<file path="src/md_cfg.svh">
// Configuration macros for the cartridge download pipeline
// Header addresses, code layout, table depth and bus widths
`ifndef MD_CFG_SVH
`define MD_CFG_SVH

// Cartridge header word addresses
`define MD_HDR_REGION_ADDR  'h1F0
`define MD_HDR_REGION2_ADDR 'h1F2
`define MD_HDR_DONE_ADDR    'h200

// Host download stream
`define MD_DL_ADDR_W 25
`define MD_DL_DATA_W 16

// Cheat code table
`define MD_CHEAT_SLOTS 4
`define MD_CODE_WORDS  8

// CPU bus address widths
`define MD_M68K_ADDR_W 24
`define MD_Z80_ADDR_W  16

`endif

</file>
<file path="src/md_pkg.sv">
// Shared types: region, download kind, cheat code layout,
// priority order, region mode and CPU bus payloads
`default_nettype none

package md_pkg;

	// Same encoding as the host menu
	typedef enum logic [1:0] {
		REGION_JP = 2'd0,
		REGION_US = 2'd1,
		REGION_EU = 2'd2
	} region_t;

	typedef enum logic [1:0] {
		DL_NONE,
		DL_MD_CART,
		DL_SMS_CART,
		DL_CHEAT
	} dl_kind_t;

	// flags[0] enables the compare value
	typedef struct packed {
		logic [31:0] flags;
		logic [31:0] address;
		logic [31:0] compare;
		logic [31:0] replace;
	} cheat_code_t;

	typedef enum logic [1:0] {
		PRIO_UEJ,
		PRIO_EUJ,
		PRIO_UJE,
		PRIO_JUE
	} prio_t;

	typedef enum logic [1:0] {
		MODE_HEADER,
		MODE_FILE_EXT,
		MODE_DISABLED
	} region_mode_t;

	typedef logic [15:0] m68k_data_t;
	typedef logic [7:0]  z80_data_t;

endpackage

`default_nettype wire

</file>
<file path="src/cheat_engine.sv">
// Cheat table and registered bus read-data patcher,
// shared by the 68000 and Z80 buses through a payload type
`timescale 1ns/100ps
`default_nettype none

`include "md_cfg.svh"

module cheat_engine #(
	parameter type data_t = logic [15:0],
	parameter int  ADDR_W = 24
) (
	input  logic                clk_sys,
	input  logic                sys_reset,
	input  logic                clear_i,
	input  md_pkg::cheat_code_t code_i,
	input  logic                code_valid_i,
	input  logic                enable_i,
	input  logic [ADDR_W-1:0]   bus_addr_i,
	input  data_t               bus_data_i,
	output data_t               bus_data_o,
	output logic                available_o
);

	localparam int SLOTS = `MD_CHEAT_SLOTS;
	localparam int DW    = $bits(data_t);
	localparam int CNT_W = $clog2(SLOTS + 1);
	localparam int IDX_W = $clog2(SLOTS);

	md_pkg::cheat_code_t slot_code [SLOTS];
	logic [CNT_W-1:0]    slot_cnt;
	logic [SLOTS-1:0]    slot_hit;
	data_t               patch_data;
	logic                table_full;

	assign table_full  = (slot_cnt == CNT_W'(SLOTS));
	assign available_o = (slot_cnt != '0);

	////////////////////
	// Code table

	// Slots fill from 0 upward, so the count alone says which are valid
	always_ff @(posedge clk_sys) begin
		if (sys_reset || clear_i) begin
			slot_cnt <= '0;
		end else if (code_valid_i && !table_full) begin
			slot_cnt <= slot_cnt + 1'b1;
		end
	end

	always_ff @(posedge clk_sys) begin
		if (!clear_i && code_valid_i && !table_full) begin
			slot_code[slot_cnt[IDX_W-1:0]] <= code_i;
		end
	end

	////////////////////
	// Match and replace

	always_comb begin
		for (int i = 0; i < SLOTS; i++) begin
			slot_hit[i] = (CNT_W'(i) < slot_cnt) &&
				(slot_code[i].address[ADDR_W-1:0] == bus_addr_i) &&
				(!slot_code[i].flags[0] || slot_code[i].compare[DW-1:0] == bus_data_i);
		end
	end

	// Walk down so the lowest matching slot is the last to win
	always_comb begin
		patch_data = bus_data_i;
		for (int i = SLOTS - 1; i >= 0; i--) begin
			if (slot_hit[i]) begin
				patch_data = data_t'(slot_code[i].replace[DW-1:0]);
			end
		end
	end

	always_ff @(posedge clk_sys) begin
		if (sys_reset) begin
			bus_data_o <= '0;
		end else if (enable_i) begin
			bus_data_o <= patch_data;
		end else begin
			bus_data_o <= bus_data_i;
		end
	end

endmodule

`default_nettype wire

</file>
<file path="src/cheat_loader.sv">
// Cheat code assembly from eight download words
// with a pulse once the last word is in
`timescale 1ns/100ps
`default_nettype none

`include "md_cfg.svh"

module cheat_loader (
	input  logic                     clk_sys,
	input  logic                     sys_reset,
	input  logic                     wr_i,
	input  logic [`MD_DL_ADDR_W-1:0] addr_i,
	input  logic [`MD_DL_DATA_W-1:0] data_i,
	input  md_pkg::dl_kind_t         kind_i,
	output md_pkg::cheat_code_t      code_o,
	output logic                     code_valid_o
);

	// Byte address of the final word of a code
	localparam logic [3:0] LAST_WORD = 4'((`MD_CODE_WORDS - 1) * 2);

	logic code_wr;

	assign code_wr = wr_i & (kind_i == md_pkg::DL_CHEAT);

	always_ff @(posedge clk_sys) begin
		if (sys_reset) begin
			code_valid_o <= 1'b0;
		end else begin
			code_valid_o <= code_wr & (addr_i[3:0] == LAST_WORD);
		end
	end

	// Low word first in each 32-bit field
	always_ff @(posedge clk_sys) begin
		if (code_wr) begin
			case (addr_i[3:0])
				4'd0:  code_o.flags[15:0]    <= data_i;
				4'd2:  code_o.flags[31:16]   <= data_i;
				4'd4:  code_o.address[15:0]  <= data_i;
				4'd6:  code_o.address[31:16] <= data_i;
				4'd8:  code_o.compare[15:0]  <= data_i;
				4'd10: code_o.compare[31:16] <= data_i;
				4'd12: code_o.replace[15:0]  <= data_i;
				4'd14: code_o.replace[31:16] <= data_i;
				default: begin
				end
			endcase
		end
	end

endmodule

`default_nettype wire

</file>
<file path="src/dl_decode.sv">
// Download stage: registered host stream, transfer classification,
// cartridge download edges, cheat table clear and console latch
`timescale 1ns/100ps
`default_nettype none

`include "md_cfg.svh"

module dl_decode (
	input  logic                     clk_sys,
	input  logic                     sys_reset,
	input  logic                     ioctl_download_i,
	input  logic [7:0]               ioctl_index_i,
	input  logic                     ioctl_wr_i,
	input  logic [`MD_DL_ADDR_W-1:0] ioctl_addr_i,
	input  logic [`MD_DL_DATA_W-1:0] ioctl_data_i,
	output logic                     wr_o,
	output logic [`MD_DL_ADDR_W-1:0] addr_o,
	output logic [`MD_DL_DATA_W-1:0] data_o,
	output md_pkg::dl_kind_t         kind_o,
	output logic                     dl_start_o,
	output logic                     dl_end_o,
	output logic                     cheat_clear_o,
	output logic                     cart_ms_o,
	output md_pkg::region_t          ext_region_o
);

	logic             cart_dl;
	logic             cheat_dl;
	logic             cart_dl_q;
	md_pkg::dl_kind_t kind_d;

	// Index 1 is a Mega Drive image, 2 a Master System image, 0xFF a cheat file
	assign cart_dl  = ioctl_download_i &
		(ioctl_index_i[4:0] == 5'd1 || ioctl_index_i[4:0] == 5'd2);
	assign cheat_dl = ioctl_download_i & (&ioctl_index_i);

	always_comb begin
		if (cheat_dl) begin
			kind_d = md_pkg::DL_CHEAT;
		end else if (cart_dl && ioctl_index_i[4:0] == 5'd2) begin
			kind_d = md_pkg::DL_SMS_CART;
		end else if (cart_dl) begin
			kind_d = md_pkg::DL_MD_CART;
		end else begin
			kind_d = md_pkg::DL_NONE;
		end
	end

	////////////////////
	// Registered stream and pulses

	always_ff @(posedge clk_sys) begin
		if (sys_reset) begin
			wr_o          <= 1'b0;
			kind_o        <= md_pkg::DL_NONE;
			cart_dl_q     <= 1'b0;
			dl_start_o    <= 1'b0;
			dl_end_o      <= 1'b0;
			cheat_clear_o <= 1'b0;
			cart_ms_o     <= 1'b0;
		end else begin
			wr_o          <= ioctl_wr_i;
			kind_o        <= kind_d;
			cart_dl_q     <= cart_dl;
			dl_start_o    <= cart_dl & ~cart_dl_q;
			dl_end_o      <= ~cart_dl & cart_dl_q;
			// Fresh cartridge or a cheat file starting over at word 0
			cheat_clear_o <= (cart_dl & ~cart_dl_q) |
				(cheat_dl & ioctl_wr_i & (ioctl_addr_i == '0));
			// Console kind is held for the whole session
			if (cart_dl & ~cart_dl_q) begin
				cart_ms_o <= (ioctl_index_i[4:0] == 5'd2);
			end
		end
	end

	always_ff @(posedge clk_sys) begin
		addr_o       <= ioctl_addr_i;
		data_o       <= ioctl_data_i;
		ext_region_o <= md_pkg::region_t'(ioctl_index_i[7:6]);
	end

endmodule

`default_nettype wire

</file>
<file path="src/hdr_region.sv">
// Region stage: header scan for J/U/E codes and
// the region decision at the end of the header
`timescale 1ns/100ps
`default_nettype none

`include "md_cfg.svh"

module hdr_region (
	input  logic                     clk_sys,
	input  logic                     sys_reset,
	input  logic                     wr_i,
	input  logic [`MD_DL_ADDR_W-1:0] addr_i,
	input  logic [`MD_DL_DATA_W-1:0] data_i,
	input  md_pkg::dl_kind_t         kind_i,
	input  logic                     dl_start_i,
	input  logic                     dl_end_i,
	input  md_pkg::region_t          ext_region_i,
	input  md_pkg::prio_t            prio_i,
	input  md_pkg::region_mode_t     mode_i,
	output md_pkg::region_t          region_o,
	output logic                     region_set_o
);

	localparam logic [`MD_DL_ADDR_W-1:0] HDR_ADDR0 = `MD_HDR_REGION_ADDR;
	localparam logic [`MD_DL_ADDR_W-1:0] HDR_ADDR1 = `MD_HDR_REGION2_ADDR;
	localparam logic [`MD_DL_ADDR_W-1:0] HDR_DONE  = `MD_HDR_DONE_ADDR;

	logic            flag_j;
	logic            flag_u;
	logic            flag_e;
	logic            hdr_wr;
	logic            hdr_done;
	logic [7:0]      lo_byte;
	logic [7:0]      hi_byte;
	logic [3:0]      hex_code;
	md_pkg::region_t hdr_pick;

	assign hdr_wr   = wr_i &
		(kind_i == md_pkg::DL_MD_CART || kind_i == md_pkg::DL_SMS_CART);
	assign hdr_done = wr_i & (kind_i == md_pkg::DL_MD_CART) & (addr_i == HDR_DONE);
	assign lo_byte  = data_i[7:0];
	assign hi_byte  = data_i[15:8];
	// Hex letters A..F come out as 10..15
	assign hex_code = data_i[3:0] - 4'd7;

	////////////////////
	// Header flags

	always_ff @(posedge clk_sys) begin
		if (sys_reset || dl_start_i) begin
			flag_j <= 1'b0;
			flag_u <= 1'b0;
			flag_e <= 1'b0;
		end else if (hdr_wr) begin
			if (addr_i == HDR_ADDR0) begin
				if (lo_byte == "J") begin
					flag_j <= 1'b1;
				end else if (lo_byte == "U") begin
					flag_u <= 1'b1;
				end else if (lo_byte == "E") begin
					flag_e <= 1'b1;
				end else if (lo_byte >= "0" && lo_byte <= "9") begin
					flag_e <= lo_byte[3];
					flag_u <= lo_byte[2];
					flag_j <= lo_byte[0];
				end else if (lo_byte >= "A" && lo_byte <= "F") begin
					flag_e <= hex_code[3];
					flag_u <= hex_code[2];
					flag_j <= hex_code[0];
				end
			end
			if (addr_i == HDR_ADDR1) begin
				if (lo_byte == "J") begin
					flag_j <= 1'b1;
				end else if (lo_byte == "U") begin
					flag_u <= 1'b1;
				end else if (lo_byte == "E") begin
					flag_e <= 1'b1;
				end
			end
			// High byte letters add to whatever the low byte gave
			if (addr_i == HDR_ADDR0) begin
				if (hi_byte == "J") begin
					flag_j <= 1'b1;
				end else if (hi_byte == "U") begin
					flag_u <= 1'b1;
				end else if (hi_byte == "E") begin
					flag_e <= 1'b1;
				end
			end
		end
	end

	// First flagged region in the order, else the order's head
	always_comb begin
		case (prio_i)
			md_pkg::PRIO_UEJ: hdr_pick = flag_u ? md_pkg::REGION_US :
				flag_e ? md_pkg::REGION_EU : flag_j ? md_pkg::REGION_JP : md_pkg::REGION_US;
			md_pkg::PRIO_EUJ: hdr_pick = flag_e ? md_pkg::REGION_EU :
				flag_u ? md_pkg::REGION_US : flag_j ? md_pkg::REGION_JP : md_pkg::REGION_EU;
			md_pkg::PRIO_UJE: hdr_pick = flag_u ? md_pkg::REGION_US :
				flag_j ? md_pkg::REGION_JP : flag_e ? md_pkg::REGION_EU : md_pkg::REGION_US;
			default: hdr_pick = flag_j ? md_pkg::REGION_JP :
				flag_u ? md_pkg::REGION_US : flag_e ? md_pkg::REGION_EU : md_pkg::REGION_JP;
		endcase
	end

	////////////////////
	// Region decision

	always_ff @(posedge clk_sys) begin
		if (sys_reset) begin
			region_o     <= md_pkg::REGION_JP;
			region_set_o <= 1'b0;
		end else begin
			if (dl_end_i) begin
				region_set_o <= 1'b0;
			end
			if (hdr_done) begin
				case (mode_i)
					md_pkg::MODE_HEADER: begin
						region_o     <= hdr_pick;
						region_set_o <= 1'b1;
					end
					md_pkg::MODE_FILE_EXT: begin
						// A cartridge index is never zero
						region_o     <= ext_region_i;
						region_set_o <= 1'b1;
					end
					default: begin
					end
				endcase
			end
		end
	end

endmodule

`default_nettype wire

</file>
<file path="src/md_host_top.sv">
// Top level of the cartridge download pipeline: download decode,
// header region, cheat loader and the two cheat engines
`timescale 1ns/100ps
`default_nettype none

`include "md_cfg.svh"

module md_host_top (
	input  logic                       clk_sys,
	input  logic                       sys_reset,
	input  logic                       ioctl_download_i,
	input  logic [7:0]                 ioctl_index_i,
	input  logic                       ioctl_wr_i,
	input  logic [`MD_DL_ADDR_W-1:0]   ioctl_addr_i,
	input  logic [`MD_DL_DATA_W-1:0]   ioctl_data_i,
	input  md_pkg::prio_t              prio_i,
	input  md_pkg::region_mode_t       region_mode_i,
	input  logic                       cheats_on_i,
	input  logic [`MD_M68K_ADDR_W-1:0] m68k_addr_i,
	input  md_pkg::m68k_data_t         m68k_data_i,
	input  logic [`MD_Z80_ADDR_W-1:0]  z80_addr_i,
	input  md_pkg::z80_data_t          z80_data_i,
	output md_pkg::region_t            region_o,
	output logic                       region_set_o,
	output logic                       cart_ms_o,
	output logic                       cheats_avail_o,
	output md_pkg::m68k_data_t         m68k_data_o,
	output md_pkg::z80_data_t          z80_data_o
);

	logic                     dl_wr;
	logic [`MD_DL_ADDR_W-1:0] dl_addr;
	logic [`MD_DL_DATA_W-1:0] dl_data;
	md_pkg::dl_kind_t         dl_kind;
	logic                     dl_start;
	logic                     dl_end;
	logic                     cheat_clear;
	md_pkg::region_t          ext_region;
	md_pkg::cheat_code_t      code;
	logic                     code_valid;
	logic                     avail_m68k;
	logic                     avail_z80;

	assign cheats_avail_o = avail_m68k | avail_z80;

	dl_decode u_dl_decode (
		.clk_sys          (clk_sys),
		.sys_reset        (sys_reset),
		.ioctl_download_i (ioctl_download_i),
		.ioctl_index_i    (ioctl_index_i),
		.ioctl_wr_i       (ioctl_wr_i),
		.ioctl_addr_i     (ioctl_addr_i),
		.ioctl_data_i     (ioctl_data_i),
		.wr_o             (dl_wr),
		.addr_o           (dl_addr),
		.data_o           (dl_data),
		.kind_o           (dl_kind),
		.dl_start_o       (dl_start),
		.dl_end_o         (dl_end),
		.cheat_clear_o    (cheat_clear),
		.cart_ms_o        (cart_ms_o),
		.ext_region_o     (ext_region)
	);

	hdr_region u_hdr_region (
		.clk_sys      (clk_sys),
		.sys_reset    (sys_reset),
		.wr_i         (dl_wr),
		.addr_i       (dl_addr),
		.data_i       (dl_data),
		.kind_i       (dl_kind),
		.dl_start_i   (dl_start),
		.dl_end_i     (dl_end),
		.ext_region_i (ext_region),
		.prio_i       (prio_i),
		.mode_i       (region_mode_i),
		.region_o     (region_o),
		.region_set_o (region_set_o)
	);

	cheat_loader u_cheat_loader (
		.clk_sys      (clk_sys),
		.sys_reset    (sys_reset),
		.wr_i         (dl_wr),
		.addr_i       (dl_addr),
		.data_i       (dl_data),
		.kind_i       (dl_kind),
		.code_o       (code),
		.code_valid_o (code_valid)
	);

	////////////////////
	// One engine per CPU, chosen by the loaded console

	cheat_engine #(
		.data_t (md_pkg::m68k_data_t),
		.ADDR_W (`MD_M68K_ADDR_W)
	) u_cheat_m68k (
		.clk_sys      (clk_sys),
		.sys_reset    (sys_reset),
		.clear_i      (cheat_clear),
		.code_i       (code),
		.code_valid_i (code_valid),
		.enable_i     (cheats_on_i & ~cart_ms_o),
		.bus_addr_i   (m68k_addr_i),
		.bus_data_i   (m68k_data_i),
		.bus_data_o   (m68k_data_o),
		.available_o  (avail_m68k)
	);

	cheat_engine #(
		.data_t (md_pkg::z80_data_t),
		.ADDR_W (`MD_Z80_ADDR_W)
	) u_cheat_z80 (
		.clk_sys      (clk_sys),
		.sys_reset    (sys_reset),
		.clear_i      (cheat_clear),
		.code_i       (code),
		.code_valid_i (code_valid),
		.enable_i     (cheats_on_i & cart_ms_o),
		.bus_addr_i   (z80_addr_i),
		.bus_data_i   (z80_data_i),
		.bus_data_o   (z80_data_o),
		.available_o  (avail_z80)
	);

endmodule

`default_nettype wire

</file>
<file path="config.mk">
export PLATFORM = sky130hd
export DESIGN_NAME = md_host_top
export DESIGN_NICKNAME = d
export VERILOG_FILES = /design/src/md_pkg.sv /design/src/cheat_engine.sv /design/src/cheat_loader.sv /design/src/dl_decode.sv /design/src/hdr_region.sv /design/src/md_host_top.sv
export VERILOG_INCLUDE_DIRS = /design/src
export SDC_FILE = /design/constraint.sdc
export NUM_CORES = 1
export LEC_CHECK = 0
export BUFFER_PORTS_ARGS = -buffer_cell sky130_fd_sc_hd__buf_4
export CAP_MARGIN = 10
export CORE_UTILIZATION = 45
export CTS_BUF_LIST = sky130_fd_sc_hd__clkbuf_2 sky130_fd_sc_hd__clkbuf_4 sky130_fd_sc_hd__clkbuf_8
export CTS_CLUSTER_SIZE = 24
export DETAILED_ROUTE_END_ITERATION = 7
export GPL_TIMING_DRIVEN = 0
export PLACE_DENSITY = 0.59
export SLEW_MARGIN = 20
export SYNTH_ARGS = -nofsm -noshare
export SYNTH_HDL_FRONTEND = slang
export SYNTH_SLANG_ARGS = --single-unit
</file>
<file path="constraint.sdc">
create_clock -name clk_sys -period 7.4 [get_ports clk_sys]
set_input_delay 0.74 -clock clk_sys [delete_from_list [all_inputs] [get_ports clk_sys]]
set_output_delay 0.74 -clock clk_sys [all_outputs]
set_load 0.005 [all_outputs]
</file>
==> metrics.yaml <==
cp.arrival_ps: 3700
crit_required_ps: 7860
r2r_slack_ps: 4160
cts_tree: "done"
clock_sinks: 505
die_area_um2: 44900
drt-total-wl_um: 48000
async_reset_ff_share_pct: 0
yosys.area_share.simple_pct: 7.67
post-synth-top-count-cell: "edfxtp_1"
postSynthAreaPerCell_um2: 15.7
endpoint: "u_cheat_m68k.bus_data_o[4]$_SDFF_PP0_"
ant_nets: 0
layout-drive-gt1-share_pct: 23.4
p_seq_share_pct: 54.4
dr.first_iter.drc_count: 772
gr-total-overflow: 0
synth-compound-area-share_pct: 4.79
track_usage_pct: 21.7
startpoint: "u_cheat_m68k.slot_code[1][42]$_DFFE_PP_"
core_um2: 43300
period_share_pct: 43.7
critPathMaxFanout: 10
reg2reg_from: "u_cheat_m68k.slot_code[1][42]$_DFFE_PP_"
viasPerCell: 5.27
intPower_mw: 4.45
ir_drop_uv: 164
grt_max_degree: 39
start_util_pct: 45.8
p_sw_share_pct: 21.4
cts_made_buffers: 83
cts_resized: 0
synth_ff_type: "edfxtp_1"
wl_per_cell_um: 22.4
nNetsFinal: 1625
fmax_mhz: 309
tightest_slew_ps: 985
cts.clk_slew.worst_paths_ps: 60
netlist_top_cells_count: "edfxtp_1, xnor2_1, xor2_1"
post_cts_buffers: 0
end_kind: "register"
slew_headroom_pct: 33.8
power_density_nw_per_um2: 242
instances_no_fill: 2140
clock-root-buffer: "clkbuf_8"
critical_path_class: "reg2reg"
setup_tns_ps: 0
clock_skew_ps: 30.5
die_h_um: 212
grt_pass1_wl_um: 70000
synth_area_um2: 19800
fillers: 3590
synth_edf_count: 417
syn_to_final_growth_pct: 17.9
p_total_mw: 5.67
std_cell_rows: 76
antenna_found_initial: 2
drc: 0
leakage_nw: 7.94
worstReg2RegEnd: "u_cheat_m68k.bus_data_o[4]$_SDFF_PP0_"
ys_seq_area_share_pct: 72.0
ys_types: 59
hold_buffers: 0
hold_viol_final: 0
reg2regPathDepth: 10
fin_crit_ps: 3240
comb_power_share_pct: 4.1
utilization_pct: 54.0
yosys.area_share.xor_xnor_pct: 11.5
finalSetupViolations: 0
vias: 11288
hold_class: "in2reg"
ioPinCount: 151
p_sw_mw: 1.21
synthMuxAreaShare_pct: 1.92
cts.path.max_buffers: 3
status: "completed"
postSynthCellCount: 1264
synth_warnings: 0
diodes: 0
netlist.area_leader.share_pct: 63.2
dp_hpwl_um: 33600
synth_top_family_by_area: "XOR/XNOR gates"
drt_first_pass_iters: 5
clockPowerShare_pct: 41.5
place_inst: 1993
drv_slew: 0
clkLatencyLatePin_ps: 640
io_buffers: 125
routabilityCongestion: 0.839
drv_cap: 0
grt_pass1_vias: 11303
die_width_um: 212
synth_top_cell_by_area: "edfxtp_1"
synthAdderAreaFrac_pct: 0.631
ys_seq_elements: 505
synthesis.nets: 1396
rsz0062_at_grt: "false"
critPathLaunchType: "register"
synthTopCellsByArea: "edfxtp_1, dfxtp_1, xnor2_1, xor2_1, nor4_1"
htreeDepth: 3
==> flip-flops by register name, indices dropped and copies added, names as in the netlist, 3 cells and up <==
name,flops
u_dl_decode.addr_o,25
u_dl_decode.data_o,16
u_cheat_z80.slot_code,132
u_cheat_m68k.bus_data_o,16
u_cheat_z80.bus_data_o,8
u_cheat_z80.slot_cnt,3
u_cheat_m68k.slot_code,228
u_cheat_loader.code_o,57
u_cheat_m68k.slot_cnt,3
==> power groups by stage <==
stage          clock network (mW)  logic, mW  registers (mW)
6_report                     2.35      0.234            3.08
2_1_floorplan                   0      0.120            3.13
3_5_place_dp                    0      0.235            3.14
5_1_grt                      2.52      0.254            3.08
3_3_place_gp                    0      0.234            3.14
4_1_cts                      2.40      0.237            3.08
==> metal layers <==
layer / wire (um) / share of wire (%) / GRT usage [%] / vias up
li1: - / - / - / 5217
met3: 2800 / 5.8 / 4.24 / 101
met1: 21100 / 44 / 29.5 / 5583
met2: 23000 / 48 / 35.0 / 387
met4: 1140 / 2.4 / 7.12 / 0
met5: 0 / 0 / 0 / -
==> how the worst min path moves through the flow <==
stage,cells past startpoint,startpoint,slack [ps],endpoint
finish,1,ioctl_data_i[11],210,u_dl_decode.data_o[11]$_DFF_P_
global route,1,ioctl_data_i[8],170,u_dl_decode.data_o[8]$_DFF_P_
CTS,1,ioctl_data_i[8],160,u_dl_decode.data_o[8]$_DFF_P_
detailed placement,1,u_dl_decode.dl_start_o$_SDFF_PP0_,420,u_hdr_region.flag_j$_SDFFE_PP0P_
global placement,1,u_dl_decode.dl_start_o$_SDFF_PP0_,410,u_hdr_region.flag_j$_SDFFE_PP0P_
floorplan,1,u_dl_decode.dl_start_o$_SDFF_PP0_,400,u_hdr_region.flag_j$_SDFFE_PP0P_
==> metrics by stage <==
stage / area, um^2 / hold slack (ps) / setup WS (ps)
finish: 23400 / 208 / 4160
global route: 23400 / 169 / 4080
CTS: 23400 / 160 / 4120
detailed placement: 21800 / 417 / 3590
global placement: 21500 / 414 / -1630
floorplan: 19800 / 400 / 2020
==> kinds of logic (layout without fill, tap and decap cells) <==
family,count (synthesis),in the layout
compound gates,127,127
xor+xnor,261,261
fa+ha+maj,10,10
buf+inv,58,349
flops,505,505
mux,36,36
simple gates,267,267
==> cells in the final DEF (no fill, tap or decap), drive strengths merged, types with 5 or more instances in the layout <==
cell type	synthesis	routed
a211o	18	18
a21oi	35	35
a221o	8	8
a22o	8	8
a31o	16	16
and2	8	8
buf	27	171
clkbuf	22	142
clkinv	0	19
clkinvlp	0	5
dfxtp	88	88
edfxtp	417	417
ha	10	10
inv	9	11
mux2	17	17
mux2i	19	19
nand2	36	36
nand3	36	36
nand4	39	39
nor2	44	44
nor3	14	14
nor4	41	41
nor4bb	5	5
o21ai	16	16
o22ai	16	16
xnor2	145	145
xor2	116	116
==> critical path: stages (launching register included) <==
cell	delay (ps)
edfxtp_1	380
xnor2_1	180
nand4_1	180
o41ai_1	620
and3_1	340
buf_2	270
nand2b_1	140
clkbuf_1	350
buf_2	390
a211o_2	170
a21oi_2	50
==> cell type report <==
type | count | area [um^2] | area share [%]
Timing Repair Buffer | 144 | 1190 | 5.09
Clock buffer | 120 | 1430 | 6.13
Buffer | 49 | 246 | 1.05
Inverter | 9 | 33.8 | 0.145
Multi-Input combinational cell | 701 | 5290 | 22.6
Clock inverter | 27 | 161 | 0.691
Tap cell | 585 | 732 | 3.13
Sequential cell | 505 | 14300 | 61.1
(Power assumes the default switching activity.)
